===== src/flowPkg.sv =====
// Shared widths and opcode map; the map assumes exactly four flows and a 3-bit opcode field.
package flowPkg;

  // ----------------------------------------
  // Widths and counts
  // ----------------------------------------
  // Number of output flows.
  localparam int NumFlows = 4;
  // Request width, opcode included.
  localparam int DataWidth = 16;
  // Opcode field, held in the top bits.
  localparam int OpWidth = 3;
  // Lowest bit of the opcode field.
  localparam int OpLsb = DataWidth - OpWidth;
  // Binary flow select.
  localparam int SelWidth = 2;

  // Request opcodes.
  typedef enum logic [OpWidth-1:0] {
    opNop        = 3'd0,
    opRead       = 3'd1,
    opReadBurst  = 3'd2,
    opWrite      = 3'd3,
    opWriteBurst = 3'd4,
    opCtrl       = 3'd5,
    opFence      = 3'd6,
    opDebug      = 3'd7
  } opcodeT;

  // Flow number for an opcode.
  // A no-op has no flow; 0 is returned and never used.
  function automatic logic [SelWidth-1:0] flowForOp(opcodeT op);
    case (op)
      opRead, opReadBurst:   return 2'd0;
      opWrite, opWriteBurst: return 2'd1;
      opCtrl, opFence:       return 2'd2;
      opDebug:               return 2'd3;
      default:               return 2'd0;
    endcase
  endfunction

  // True for requests that are consumed without output.
  function automatic logic isDropOp(opcodeT op);
    return op == opNop;
  endfunction

endpackage


===== src/flowStageIf.sv =====
// Ready-valid link with a flow select; valid, data and select must hold while ready is low.
`timescale 1ns/100ps

interface flowStageIf import flowPkg::*; ();

  // ----------------------------------------
  // Link signals
  // ----------------------------------------
  // Item present on the link.
  logic                 valid;
  // Consumer can take the item.
  logic                 ready;
  // Request word, opcode in the top bits.
  logic [DataWidth-1:0] data;
  // Target output flow.
  logic [SelWidth-1:0]  select;

  // Producer side.
  modport src (
    output valid,
    output data,
    output select,
    input  ready
  );

  // Consumer side.
  modport dst (
    input  valid,
    input  data,
    input  select,
    output ready
  );

endinterface


===== src/flowClassify.sv =====
// Ingress stage with one cycle of latency; no-op requests are accepted and silently dropped.
`timescale 1ns/100ps

module flowClassify import flowPkg::*; (
  input  logic                 clk,
  input  logic                 rstN,

  input  logic                 pushValid,
  output logic                 pushReady,
  input  logic [DataWidth-1:0] pushData,

  flowStageIf.src              out
);

  // Stage occupancy.
  typedef enum logic {
    stEmpty,
    stFull
  } stateT;

  stateT  state;
  opcodeT pushOp;
  logic   pushXfer;
  logic   popXfer;
  logic   loadItem;

  // ----------------------------------------
  // Decode and handshake
  // ----------------------------------------
  // Opcode sits in the top bits.
  assign pushOp = opcodeT'(pushData[DataWidth-1:OpLsb]);

  // Accept when empty or when the held item moves on.
  assign pushReady = (state == stEmpty) || out.ready;
  assign pushXfer  = pushValid && pushReady;
  assign popXfer   = out.valid && out.ready;

  // Drop ops complete the handshake but are never stored.
  assign loadItem  = pushXfer && !isDropOp(pushOp);

  assign out.valid = (state == stFull);

  // ----------------------------------------
  // Occupancy FSM
  // ----------------------------------------
  always_ff @(posedge clk or negedge rstN) begin
    if (!rstN) begin
      state <= stEmpty;
    end else if (loadItem) begin
      state <= stFull;
    end else if (popXfer) begin
      state <= stEmpty;
    end
  end

  // ----------------------------------------
  // Payload and select registers
  // ----------------------------------------
  // Select is computed on the way in, so it is stable with data.
  always_ff @(posedge clk) begin
    if (loadItem) begin
      out.data   <= pushData;
      out.select <= flowForOp(pushOp);
    end
  end

endmodule


===== src/flowDemuxSelect.sv =====
// Demux with a registered output per flow; in.ready follows the selected flow combinationally.
`timescale 1ns/100ps

module flowDemuxSelect import flowPkg::*; (
  input  logic                                clk,
  input  logic                                rstN,

  flowStageIf.dst                             in,

  output logic [NumFlows-1:0]                 popValid,
  input  logic [NumFlows-1:0]                 popReady,
  output logic [NumFlows-1:0][DataWidth-1:0]  popData
);

  // ----------------------------------------
  // Combinational demux
  // ----------------------------------------
  // Per-flow push side of the output registers.
  logic [NumFlows-1:0]                internalValid;
  logic [NumFlows-1:0]                internalReady;
  logic [NumFlows-1:0][DataWidth-1:0] internalData;

  // Only the selected flow sees its ready.
  // A stalled target blocks the link for every flow.
  assign in.ready = internalReady[in.select];

  // ----------------------------------------
  // Per-flow output registers
  // ----------------------------------------
  for (genvar i = 0; i < NumFlows; i++) begin : genPopReg

    // One-hot valid from the binary select.
    assign internalValid[i] = in.valid && (in.select == SelWidth'(i));

    // Data fans out to every flow.
    // Only the selected register loads it.
    assign internalData[i] = in.data;

    // Registers hide the demux outputs from the pop side.
    // Ready still passes straight through to in.ready.
    flowRegFwd popReg_i (
      .clk       (clk),
      .rstN      (rstN),
      .pushValid (internalValid[i]),
      .pushReady (internalReady[i]),
      .pushData  (internalData[i]),
      .popValid  (popValid[i]),
      .popReady  (popReady[i]),
      .popData   (popData[i])
    );
  end

endmodule


===== src/flowRegFwd.sv =====
// One-entry forward register; pushReady depends combinationally on popReady.
`timescale 1ns/100ps

module flowRegFwd import flowPkg::*; (
  input  logic                 clk,
  input  logic                 rstN,

  input  logic                 pushValid,
  output logic                 pushReady,
  input  logic [DataWidth-1:0] pushData,

  output logic                 popValid,
  input  logic                 popReady,
  output logic [DataWidth-1:0] popData
);

  // ----------------------------------------
  // Handshake
  // ----------------------------------------
  logic pushXfer;

  // Space when empty or when the held item leaves now.
  // This keeps full throughput with a single entry.
  assign pushReady = !popValid || popReady;
  assign pushXfer  = pushValid && pushReady;

  // ----------------------------------------
  // Valid flag
  // ----------------------------------------
  // A push sets the flag, even in the cycle of a pop.
  // A pop alone clears it.
  always_ff @(posedge clk or negedge rstN) begin
    if (!rstN) begin
      popValid <= 1'b0;
    end else if (pushXfer) begin
      popValid <= 1'b1;
    end else if (popReady) begin
      popValid <= 1'b0;
    end
  end

  // ----------------------------------------
  // Data register
  // ----------------------------------------
  // Loaded only on a push transfer.
  // Upstream glitches on pushData never reach popData.
  always_ff @(posedge clk) begin
    if (pushXfer) begin
      popData <= pushData;
    end
  end

endmodule


===== src/flowSteerTop.sv =====
// Four-flow steering pipeline with two cycles of latency; a stalled flow blocks every other flow.
`timescale 1ns/100ps

module flowSteerTop import flowPkg::*; (
  input  logic                                clk,
  input  logic                                rstN,

  // ----------------------------------------
  // Request side
  // ----------------------------------------
  input  logic                                pushValid,
  output logic                                pushReady,
  input  logic [DataWidth-1:0]                pushData,

  // ----------------------------------------
  // Output flows
  // ----------------------------------------
  output logic [NumFlows-1:0]                 popValid,
  input  logic [NumFlows-1:0]                 popReady,
  output logic [NumFlows-1:0][DataWidth-1:0]  popData
);

  // Link from the classifier to the demux.
  flowStageIf stageBus ();

  // Registers the request and decodes its flow.
  // No-ops end here.
  flowClassify classify_i (
    .clk       (clk),
    .rstN      (rstN),
    .pushValid (pushValid),
    .pushReady (pushReady),
    .pushData  (pushData),
    .out       (stageBus.src)
  );

  // Routes each item to its flow register.
  flowDemuxSelect demux_i (
    .clk      (clk),
    .rstN     (rstN),
    .in       (stageBus.dst),
    .popValid (popValid),
    .popReady (popReady),
    .popData  (popData)
  );

endmodule


===== config.mk =====
export PLATFORM = sky130hd
export DESIGN_NAME = flowSteerTop
export DESIGN_NICKNAME = d
export VERILOG_FILES = /design/src/flowPkg.sv /design/src/flowStageIf.sv /design/src/flowClassify.sv /design/src/flowDemuxSelect.sv /design/src/flowRegFwd.sv /design/src/flowSteerTop.sv
export SDC_FILE = /design/constraint.sdc
export NUM_CORES = 1
export LEC_CHECK = 0
export BUFFER_PORTS_ARGS = -buffer_cell sky130_fd_sc_hd__buf_4
export CAP_MARGIN = 5
export CORE_MARGIN = 3
export CORE_UTILIZATION = 35
export DETAILED_ROUTE_END_ITERATION = 10
export PLACE_DENSITY_LB_ADDON = 0.12
export SYNTH_ARGS = -nofsm -noshare
export SYNTH_HDL_FRONTEND = slang
export SYNTH_SLANG_ARGS = --single-unit

===== constraint.sdc =====
create_clock -name clk -period 6.3 [get_ports clk]
set_clock_uncertainty 0.05 [all_clocks]
set_input_delay 0.63 -clock clk [delete_from_list [all_inputs] [get_ports clk]]
set_output_delay 0.63 -clock clk [all_outputs]
set_load 0.05 [all_outputs]

==> results.json, run 1 <==
{
  "drt_iter0_drc": 49,
  "clk_latency_ns": 0.33,
  "grt_pass1_wl_mm": 8.073,
  "ff2ff_path_depth": 3,
  "fillers": 634,
  "worstPathRequired_ns": 5.62,
  "yosysWarnings": 0,
  "startpoint_type": "flop",
  "grt_usage": 0.1259,
  "diodes": 0,
  "post_drt_wl_per_cell_um": 17.14,
  "ioPinCount": 92,
  "via_count": 1425,
  "end_kind": "primary output",
  "critPathMaxStageDelay_ns": 0.50,
  "synthCells": 120,
  "clkSlewWorstSetupHoldPaths_ns": 0.08,
  "path_cells": "or3_4, nand4_1, buf_4",
  "synthDominantCellAreaShare": 0.8837,
  "ys_seq_area_frac": 0.9286,
  "area_growth_pct": 35.20,
  "max_freq_mhz": 440.5,
  "period_minus_slack_ns": 2.270,
  "dpl.hpwl_mm": 3.795,
  "initial_core_util": 0.3722,
  "cp.arrival_ns": 1.59,
  "rows": 31,
  "syn_avg_cell_area_um2": 23.22,
  "async_flop_share": 0.05747,
  "place_congestion": 0.7317,
  "synth-xor-area-share": 0,
  "ys_top_cells_by_area": "edfxtp_1 88%, dfrtp_1 4.5%, buf_4 1.1%, nand2b_1 0.67%, nor2b_1 0.67%",
  "setup_tns_ns": 0,
  "clockRootBuffer": "clkbuf_8",
  "cts-hold-fix-buffers": 0,
  "antenna_found_initial": 0,
  "power_density_nw_per_um2": 324.4,
  "cts_tree": "built",
  "relSlewSlack": 0.2812,
  "r2r_slack_ns": 4.18,
  "final_nets": 242,
  "crit_fanout": 7,
  "cts_resized": 0,
  "worstMarginPinSlew_ns": 1.077,
  "drive_gt1_frac": 0.4933,
  "grt_max_degree": 17,
  "fin_crit_sh": 0.3604,
  "path_buf_inv": 1,
  "syn_area_um2": 2786,
  "die_area_um2": 9068,
  "cp_slowest_cell": "edfxtp_1",
  "finalHoldViolations": 0,
  "dp_cells": 307,
  "p_total_w": 0.001222,
  "ir_drop_v": 0.0001173,
  "drv_cap": 0,
  "cts_buffer_depth": 2,
  "setup_viol": 0,
  "dieWidth_um": 95.23,
  "viasPerCell": 4.425,
  "path_depth": 3,
  "synth-compound-area-share": 0.01841,
  "hold_class": "primary input to asynchronous set/reset pin",
  "yosys.area.top_type": "edfxtp_1",
  "synth_top_family_by_area": "simple AND/OR/NAND/NOR gates",
  "grt-ovfl-total": 0,
  "run_status": "completed",
  "rsz0062_at_grt": "no",
  "synthFlopType": "edfxtp_1",
  "mostFrequentLayoutCell": "buf_4",
  "synth_cell_types": 18,
  "ys_ff_latch": 87,
  "first_pass_iters": 4,
  "synthesis.nets": 143,
  "drc": 0,
  "critPathTopFamily": "simple AND/OR/NAND/NOR gates",
  "cts.sinks": 87,
  "core_area_um2": 7486,
  "grt_pass1_vias": 1440,
  "synth_fa_ha_area_frac": 0,
  "wirelength_mm": 5.519,
  "synth_simple_gate_area_frac": 0.03952,
  "power.leakage_nw": 1.432,
  "synth-edff-count": 82,
  "critPathKind": "flop to primary output",
  "cts_buffers": 9,
  "io_buffer_count": 91,
  "fin_cells": 322,
  "antenna_left": 0,
  "finalMaxSlewViolations": 0,
  "synth_mux_area_frac": 0,
  "cts_setup_buffers": 0,
  "die_h_um": 95.23,
  "final_cell_mix": "92 x buf_4, 82 x edfxtp_1, 9 x clkbuf_8, 5 x dfrtp_1, 4 x nand2_1",
  "htreeDepth": 3
}
## path summary, 6_finish.rpt
kind,from,end
max,classify_i.out.select[1]$_DFFE_PP_,pushReady
min,rstN,demux_i.genPopReg[3].popReg_i.popValid$_DFFE_PN0P_
max reg2reg,classify_i.out.select[1]$_DFFE_PP_,classify_i.out.data[7]$_DFFE_PP_
min reg2reg,classify_i.out.data[10]$_DFFE_PP_,demux_i.genPopReg[2].popReg_i.popData[10]$_DFFE_PP_
max in group asynchronous,rstN,demux_i.genPopReg[1].popReg_i.popValid$_DFFE_PN0P_
min in group clk,pushData[2],classify_i.out.data[2]$_DFFE_PP_
## state kept, by name, summed over array words and instances (netlist names)
name and flops:
classify_i.out.select 2, demux_i.genPopReg.popReg_i.popValid 4, demux_i.genPopReg.popReg_i.popData 64, classify_i.out.valid 1, classify_i.out.data 16
## metal layers
metal  vias up  track usage  part of all wire
met5         -            0                 0
met4         0      0.05649             0.011
met3         8      0.03788             0.067
met2        51       0.2140              0.54
met1       704       0.1465              0.38
li1        662            -                 -
## logic make-up after synthesis
group | after synthesis
AOI/OAI and AO/OA | 7
buffers and inverters | 6
and+or+nand+nor | 20
DFF | 87
## synth_stat cells, types with 2 or more instances
cell type,count
nor2_1,4
dfrtp_1,5
inv_1,2
nor2b_1,3
nand3b_1,2
edfxtp_1,82
o21ai_0,2
nand2_1,4
nand2b_1,3
nand3_1,2
buf_4,4
## layout make-up
class	instances	area [um^2]	share of cell area
Inverter	2	7.507	0.001993
Timing Repair Buffer	92	690.7	0.1833
Tap cell	99	123.9	0.03288
Multi-Input combinational cell	27	178.9	0.04749
Clock buffer	11	131.4	0.03487
Clock inverter	4	47.55	0.01262
Sequential cell	87	2587	0.6868
## stage by stage
step | hold slack [ns] | worst slack, ns | utilization | area [um^2]
final | 0.03612 | 4.030 | 0.5033 | 3767
after global routing | 0.01257 | 3.951 | 0.5033 | 3767
after CTS | 0.01780 | 4.005 | 0.5033 | 3767
after floorplan | 0.2844 | 3.739 | - | 2786
after detailed placement | 0.3880 | 3.941 | 0.4794 | 3588
after global placement | 0.3827 | 3.995 | 0.4794 | 3588
## power by group
part           internal [W]  switching [W]  leakage (nW)
sequential         0.000679      0.0000183         0.823
clock              0.000180       0.000172        0.0908
combinational     0.0000463       0.000127         0.518
No activity file was read; power rests on OpenSTA's default activity.
==> inputs of run 2 (changes only) <==
--- a/config.mk
+++ b/config.mk
@@ -5,6 +5,7 @@
 export SDC_FILE = /design/constraint.sdc
 export NUM_CORES = 1
 export LEC_CHECK = 0
+export ABC_AREA = 1
 export BUFFER_PORTS_ARGS = -buffer_cell sky130_fd_sc_hd__buf_4
 export CAP_MARGIN = 5
 export CORE_MARGIN = 3
==> constraint.sdc (replaced) <==
create_clock -name clk -period 2.1 [get_ports clk]
set_clock_uncertainty 0.05 [all_clocks]
set_input_delay 0.21 -clock clk [delete_from_list [all_inputs] [get_ports clk]]
set_output_delay 0.21 -clock clk [all_outputs]
set_load 0.05 [all_outputs]
==> results.json, run 2 <==
{
  "power_density_nw_per_um2": 930.4,
  "combPwrFrac": 0.166,
  "cts.sinks": 87,
  "top_register": "demux_i.genPopReg.popReg_i.popData",
  "place_congestion": 0.7766,
  "grt-ovfl-total": 0,
  "cts_buffer_depth": 2,
  "p_seq_frac": 0.571,
  "met1_usage": 0.1522,
  "use_met3": 0.03552,
  "clk_latency_ns": 0.34,
  "crit_fanout": 3,
  "power.leakage_nw": 1.555,
  "finalHoldViolations": 0,
  "grt_usage": 0.1233,
  "final_cell_mix": "99 x buf_4, 82 x edfxtp_1, 15 x dlygate4sd3_1, 11 x nand2_1",
  "yosysMostFrequentCell": "edfxtp_1",
  "yosysWarnings": 0,
  "grt_pass1_wl_mm": 7.907,
  "clkSlewWorstSetupHoldPaths_ns": 0.08,
  "post_drt_wl_per_cell_um": 14.83,
  "switching_share": 0.2787,
  "drv_cap": 0,
  "cts_setup_buffers": 0,
  "run_status": "completed",
  "largest_registers": "demux_i.genPopReg.popReg_i.popData x64, classify_i.out.data x16, demux_i.genPopReg.popReg_i.popValid x4",
  "setup_tns_ns": 0,
  "first_pass_iters": 4,
  "yosys.area.top_type": "edfxtp_1",
  "end_kind": "primary output",
  "final_core_util": 0.5275,
  "area_growth_pct": 41.72,
  "drc": 0,
  "worstMarginPinSlew_ns": 0.2641,
  "drt_iter0_drc": 77,
  "final_nets": 274,
  "core_area_um2": 7486,
  "clockRootBuffer": "clkbuf_8",
  "yosys-top-cells-count": "82 x edfxtp_1, 11 x nand2_1, 9 x inv_1",
  "largest_reg_flops": 64,
  "die_h_um": 95.23,
  "cts_tree": "built",
  "diodes": 0,
  "setup_viol": 0,
  "worstPathRequired_ns": 1.84,
  "synth_cell_types": 12,
  "htreeDepth": 3,
  "rows": 31,
  "critPathKind": "flop to primary output",
  "antenna_found_initial": 0,
  "viasPerCell": 4.144,
  "cp_slowest_cell": "edfxtp_1",
  "max_freq_mhz": 583.2,
  "synthCells": 130,
  "path_buf_inv": 3,
  "syn_avg_cell_area_um2": 21.43,
  "startpoint_type": "flop",
  "critPathTopFamily": "flip-flops",
  "mostFrequentLayoutCell": "buf_4",
  "relSlewSlack": 0.8237,
  "power_frac_clock": 0.263,
  "path_cells": "inv_1, nor2_1, nand2_1, nand3_2, nor2_2, inv_1, buf_4",
  "fillers": 635,
  "synthesis.nets": 153,
  "synthDominantCellAreaShare": 0.8837,
  "p_int_w": 0.002650,
  "synth-edff-count": 82,
  "async_flop_share": 0.05747,
  "finalMaxSlewViolations": 0,
  "cts_buffers": 9,
  "initial_core_util": 0.3722,
  "die_area_um2": 9068,
  "wirelength_mm": 5.264,
  "period_minus_slack_ns": 1.715,
  "fin_crit_sh": 0.8166,
  "ioPinCount": 92,
  "ir_drop_v": 0.0004155,
  "grt_max_degree": 19,
  "dieWidth_um": 95.23,
  "cpMostUsedCell": "inv_1",
  "drive_gt1_frac": 0.4688,
  "dpl.hpwl_mm": 3.652,
  "ys_top_cells_by_area": "edfxtp_1 88%, dfrtp_1 4.5%, nand2_1 1.5%, inv_1 1.2%, buf_4 1.1%",
  "rsz0062_at_grt": "no",
  "hold_class": "primary input to flop",
  "synthFlopType": "edfxtp_1",
  "grt_pass1_vias": 1510,
  "ys_ff_latch": 87,
  "use_met2": 0.1977,
  "antenna_left": 0,
  "top_usage_layer": "met2",
  "io_buffer_count": 91,
  "cp.arrival_ns": 1.45,
  "syn_area_um2": 2786,
  "ys_seq_area_frac": 0.9286,
  "critPathMaxStageDelay_ns": 0.41,
  "power_switching_w": 0.001024,
  "via_count": 1471
}
[run 2: final timing paths]
path	startpoint	end	slack (ns)	depth (start not counted)
worst min register to register	classify_i.out.data[10]$_DFFE_PP_	demux_i.genPopReg[2].popReg_i.popData[10]$_DFFE_PP_	0.44	0
max in group asynchronous	rstN	demux_i.genPopReg[3].popReg_i.popValid$_DFFE_PN0P_	1.74	2
min in group asynchronous	rstN	demux_i.genPopReg[1].popReg_i.popValid$_DFFE_PN0P_	0.15	2
worst min-delay path	pushData[15]	classify_i.out.data[15]$_DFFE_PP_	0.02	1
worst max register to register	classify_i.out.select[0]$_DFFE_PP_	classify_i.out.data[7]$_DFFE_PP_	0.59	6
worst max-delay path	classify_i.out.select[1]$_DFFE_PP_	pushReady	0.39	7
[run 2: cell type report]
cell class | instances | area, um^2 | share of cell area
well taps | 99 | 123.9 | 0.03137
repair buffers | 114 | 893.4 | 0.2262
flip-flops and latches | 87 | 2587 | 0.6553
inverters | 9 | 33.78 | 0.008555
multi-input cells | 30 | 145.1 | 0.03676
clock inverters | 6 | 37.54 | 0.009506
clock buffers | 10 | 127.6 | 0.03232
[run 2: stage by stage]
step	area, um^2	power, W	hold WS (ns)	worst slack, ns	instances
after floorplan	2786	0.002516	-0.1356	0.3677	130
after global placement	3633	0.002734	-0.03396	0.6082	324
after detailed placement	3633	0.002734	-0.03265	0.5896	324
after CTS	3949	0.003731	0.0008613	0.3488	355
after global routing	3949	0.003842	0.01095	0.2419	355
final	3949	0.003674	0.02220	0.3852	355
[run 2: power by group through the flow]
stage | Sequential (W) | Clock (W) | Combinational [W]
4_1_cts | 0.00210 | 0.00101 | 0.000620
6_report | 0.00210 | 0.000968 | 0.000609
5_1_grt | 0.00211 | 0.00108 | 0.000644
3_3_place_gp | 0.00214 | 0 | 0.000595
2_1_floorplan | 0.00237 | 0 | 0.000150
3_5_place_dp | 0.00214 | 0 | 0.000595
[run 2: what timing repair did]
action	in CTS	in global routing
hold buffers	15	0
endpoints found under the hold margin	19	0
gates resized for setup	0	0
[run 2: metal layers]
| metal | routed length (um) | share of wire | vias to the layer above |
|---|---|---|---|
| met4 | 74 | 0.014 | 0 |
| met2 | 2676 | 0.51 | 58 |
| li1 | - | - | 714 |
| met1 | 2127 | 0.40 | 691 |
| met3 | 386 | 0.073 | 8 |
| met5 | 0 | 0 | - |
[run 2: kinds of logic (layout without fill, tap and decap cells)]
kind of cell	Yosys count	count (layout)	share of synthesized area
flip-flops	87	87	0.9286
AO/OA/AOI/OAI	5	5	0.008979
buffers and inverters	13	139	0.02290
AND/OR/NAND/NOR	25	25	0.03952
==> inputs of run 3 (changes only) <==
==> constraint.sdc (replaced) <==
create_clock -name clk -period 1.6 [get_ports clk]
set_clock_uncertainty 0.05 [all_clocks]
set_input_delay 0.16 -clock clk [delete_from_list [all_inputs] [get_ports clk]]
set_output_delay 0.16 -clock clk [all_outputs]
set_load 0.05 [all_outputs]
==> results.json, run 3 (synthesized netlist as in run 2, its figures left out) <==
{
  "run_status": "finished, violations left",
  "violations": "negative setup slack",
  "finalHoldViolations": 0,
  "whs_ns": 0.07636,
  "fillers": 612,
  "grt_pass1_vias": 1607,
  "place_congestion": 0.7604,
  "worst_slack_ns": -0.02446,
  "die_area_um2": 9068,
  "first_pass_iters": 4,
  "largest_registers": "demux_i.genPopReg.popReg_i.popData x64, classify_i.out.data x16, demux_i.genPopReg.popReg_i.popValid x4",
  "p_total_w": 0.005444,
  "die_h_um": 95.23,
  "largest_reg_flops": 64,
  "htreeDepth": 3,
  "via_count": 1550,
  "critPathMaxStageDelay_ns": 0.43,
  "cts_buffers": 9,
  "final_cell_mix": "104 x buf_4, 82 x edfxtp_1, 17 x dlygate4sd3_1, 11 x nand2_1, 9 x clkbuf_8",
  "end_kind": "primary output",
  "fin_cells": 364,
  "dp_cells": 325,
  "drc": 0,
  "drv_cap": 0,
  "top_register": "demux_i.genPopReg.popReg_i.popData",
  "startpoint_type": "flop",
  "clk_latency_ns": 0.35,
  "grt_usage": 0.1321,
  "cts_buffer_depth": 2,
  "antenna_left": 0,
  "hold_class": "primary input to flop",
  "grt_max_degree": 19,
  "crit_fanout": 3,
  "ir_drop_v": 0.0006146,
  "area_growth_pct": 48.59,
  "initial_core_util": 0.3722,
  "viasPerCell": 4.258,
  "core_area_um2": 7486,
  "power.leakage_nw": 1.646,
  "fin_crit_sh": 1.015,
  "final_nets": 284,
  "dieWidth_um": 95.23,
  "critPathKind": "flop to primary output",
  "rows": 31,
  "relSlewSlack": 0.8035,
  "grt_pass1_wl_mm": 8.528,
  "worstMarginPinSlew_ns": 0.2944,
  "ioPinCount": 92,
  "critPathTopFamily": "simple AND/OR/NAND/NOR gates",
  "rsz0062_at_grt": "yes",
  "path_buf_inv": 2,
  "wirelength_mm": 5.711,
  "multi_input_area_um2": 160.2,
  "clockRootBuffer": "clkbuf_8",
  "drt_iter0_drc": 72,
  "cts.sinks": 87,
  "mostFrequentLayoutCell": "buf_4",
  "cp.arrival_ns": 1.41,
  "setup_viol": 1,
  "cp_slowest_cell": "edfxtp_1",
  "finalMaxSlewViolations": 0,
  "max_freq_mhz": 615.6,
  "drive_gt1_frac": 0.4981,
  "dpl.hpwl_mm": 3.900,
  "post_drt_wl_per_cell_um": 15.69,
  "antenna_found_initial": 0,
  "clkSlewWorstSetupHoldPaths_ns": 0.08,
  "worstPathRequired_ns": 1.39,
  "grt-ovfl-total": 0,
  "regArea_um2": 2587,
  "period_minus_slack_ns": 1.624,
  "path_cells": "nand3_1, nand2_2, nor2_4, inv_2, buf_6",
  "diodes": 0,
  "cts_tree": "built",
  "power_density_nw_per_um2": 1315,
  "io_buffer_count": 91
}
-- run 3: cell count changes in the layout (fill, tap and decap cells not counted), sizes merged --
cell,change
clkbuf,-1
dlygate4sd3,+2
bufinv,+3
buf,+8
clkinv,-5
inv,+2
-- run 3: per-stage QoR --
stage / setup TNS [ns] / instance area (um^2) / utilization / setup WS (ns)
finish: -0.02446 / 4140 / 0.5531 / -0.02446
detailed placement: 0 / 3659 / 0.4887 / 0.1898
floorplan: 0 / 2801 / - / 0.1146
CTS: -0.04823 / 4116 / 0.5499 / -0.04823
global route: -1.201 / 4140 / 0.5531 / -0.1142
global placement: 0 / 3659 / 0.4887 / 0.2174
-- run 3: final timing paths --
path | slack, ns | depth (start not counted) | end | start
worst min register to register | 0.45 | 0 | demux_i.genPopReg[3].popReg_i.popData[1]$_DFFE_PP_ | classify_i.out.data[1]$_DFFE_PP_
worst min-delay path | 0.08 | 4 | demux_i.genPopReg[3].popReg_i.popValid$_DFFE_PN0P_ | popReady[3]
worst max-delay path | -0.02 | 5 | pushReady | classify_i.out.select[0]$_DFFE_PP_
min in group asynchronous | 0.09 | 2 | demux_i.genPopReg[0].popReg_i.popValid$_DFFE_PN0P_ | rstN
max in group asynchronous | 1.30 | 2 | demux_i.genPopReg[3].popReg_i.popValid$_DFFE_PN0P_ | rstN
worst max register to register | 0.03 | 7 | classify_i.out.data[10]$_DFFE_PP_ | classify_i.out.select[1]$_DFFE_PP_
-- run 3: area by class of cell --
cell class,count,share of cell area
Tap cell,99,0.02992
Clock inverter,6,0.02841
Clock buffer,9,0.02992
Inverter,9,0.008160
Timing Repair Buffer,124,0.2400
Sequential cell,87,0.6250
Multi-Input combinational cell,30,0.03868
-- run 3: per-layer routing --
layer / vias to the layer above / wire length (um) / track usage
met5: - / 0 / 0
met4: 0 / 98 / 0.05409
met2: 59 / 2944 / 0.2204
li1: 734 / - / -
met1: 746 / 2265 / 0.1559
met3: 11 / 402 / 0.04578
-- run 3: worst min-delay path, stage by stage --
cell,delay (ns)
buf_4,0.08
inv_1,0.03
nand2_1,0.07
o21ai_0,0.09
-- run 3: report_power, final --
| group | total, W | internal, W | switching [W] | leakage, nW |
|---|---|---|---|---|
| registers | 0.00276 | 0.00269 | 0.0000694 | 0.823 |
| clock network | 0.00182 | 0.00104 | 0.000773 | 0.118 |
| logic | 0.000868 | 0.000279 | 0.000589 | 0.704 |
-- run 3: what timing repair did --
item,4_1_cts,5_1_grt
pin swaps,4,1
setup endpoints to repair,1,32
hold buffers,17,0
resized for setup,3,5
cloned,0,1
setup buffers,5,1
endpoints found under the hold margin,21,0
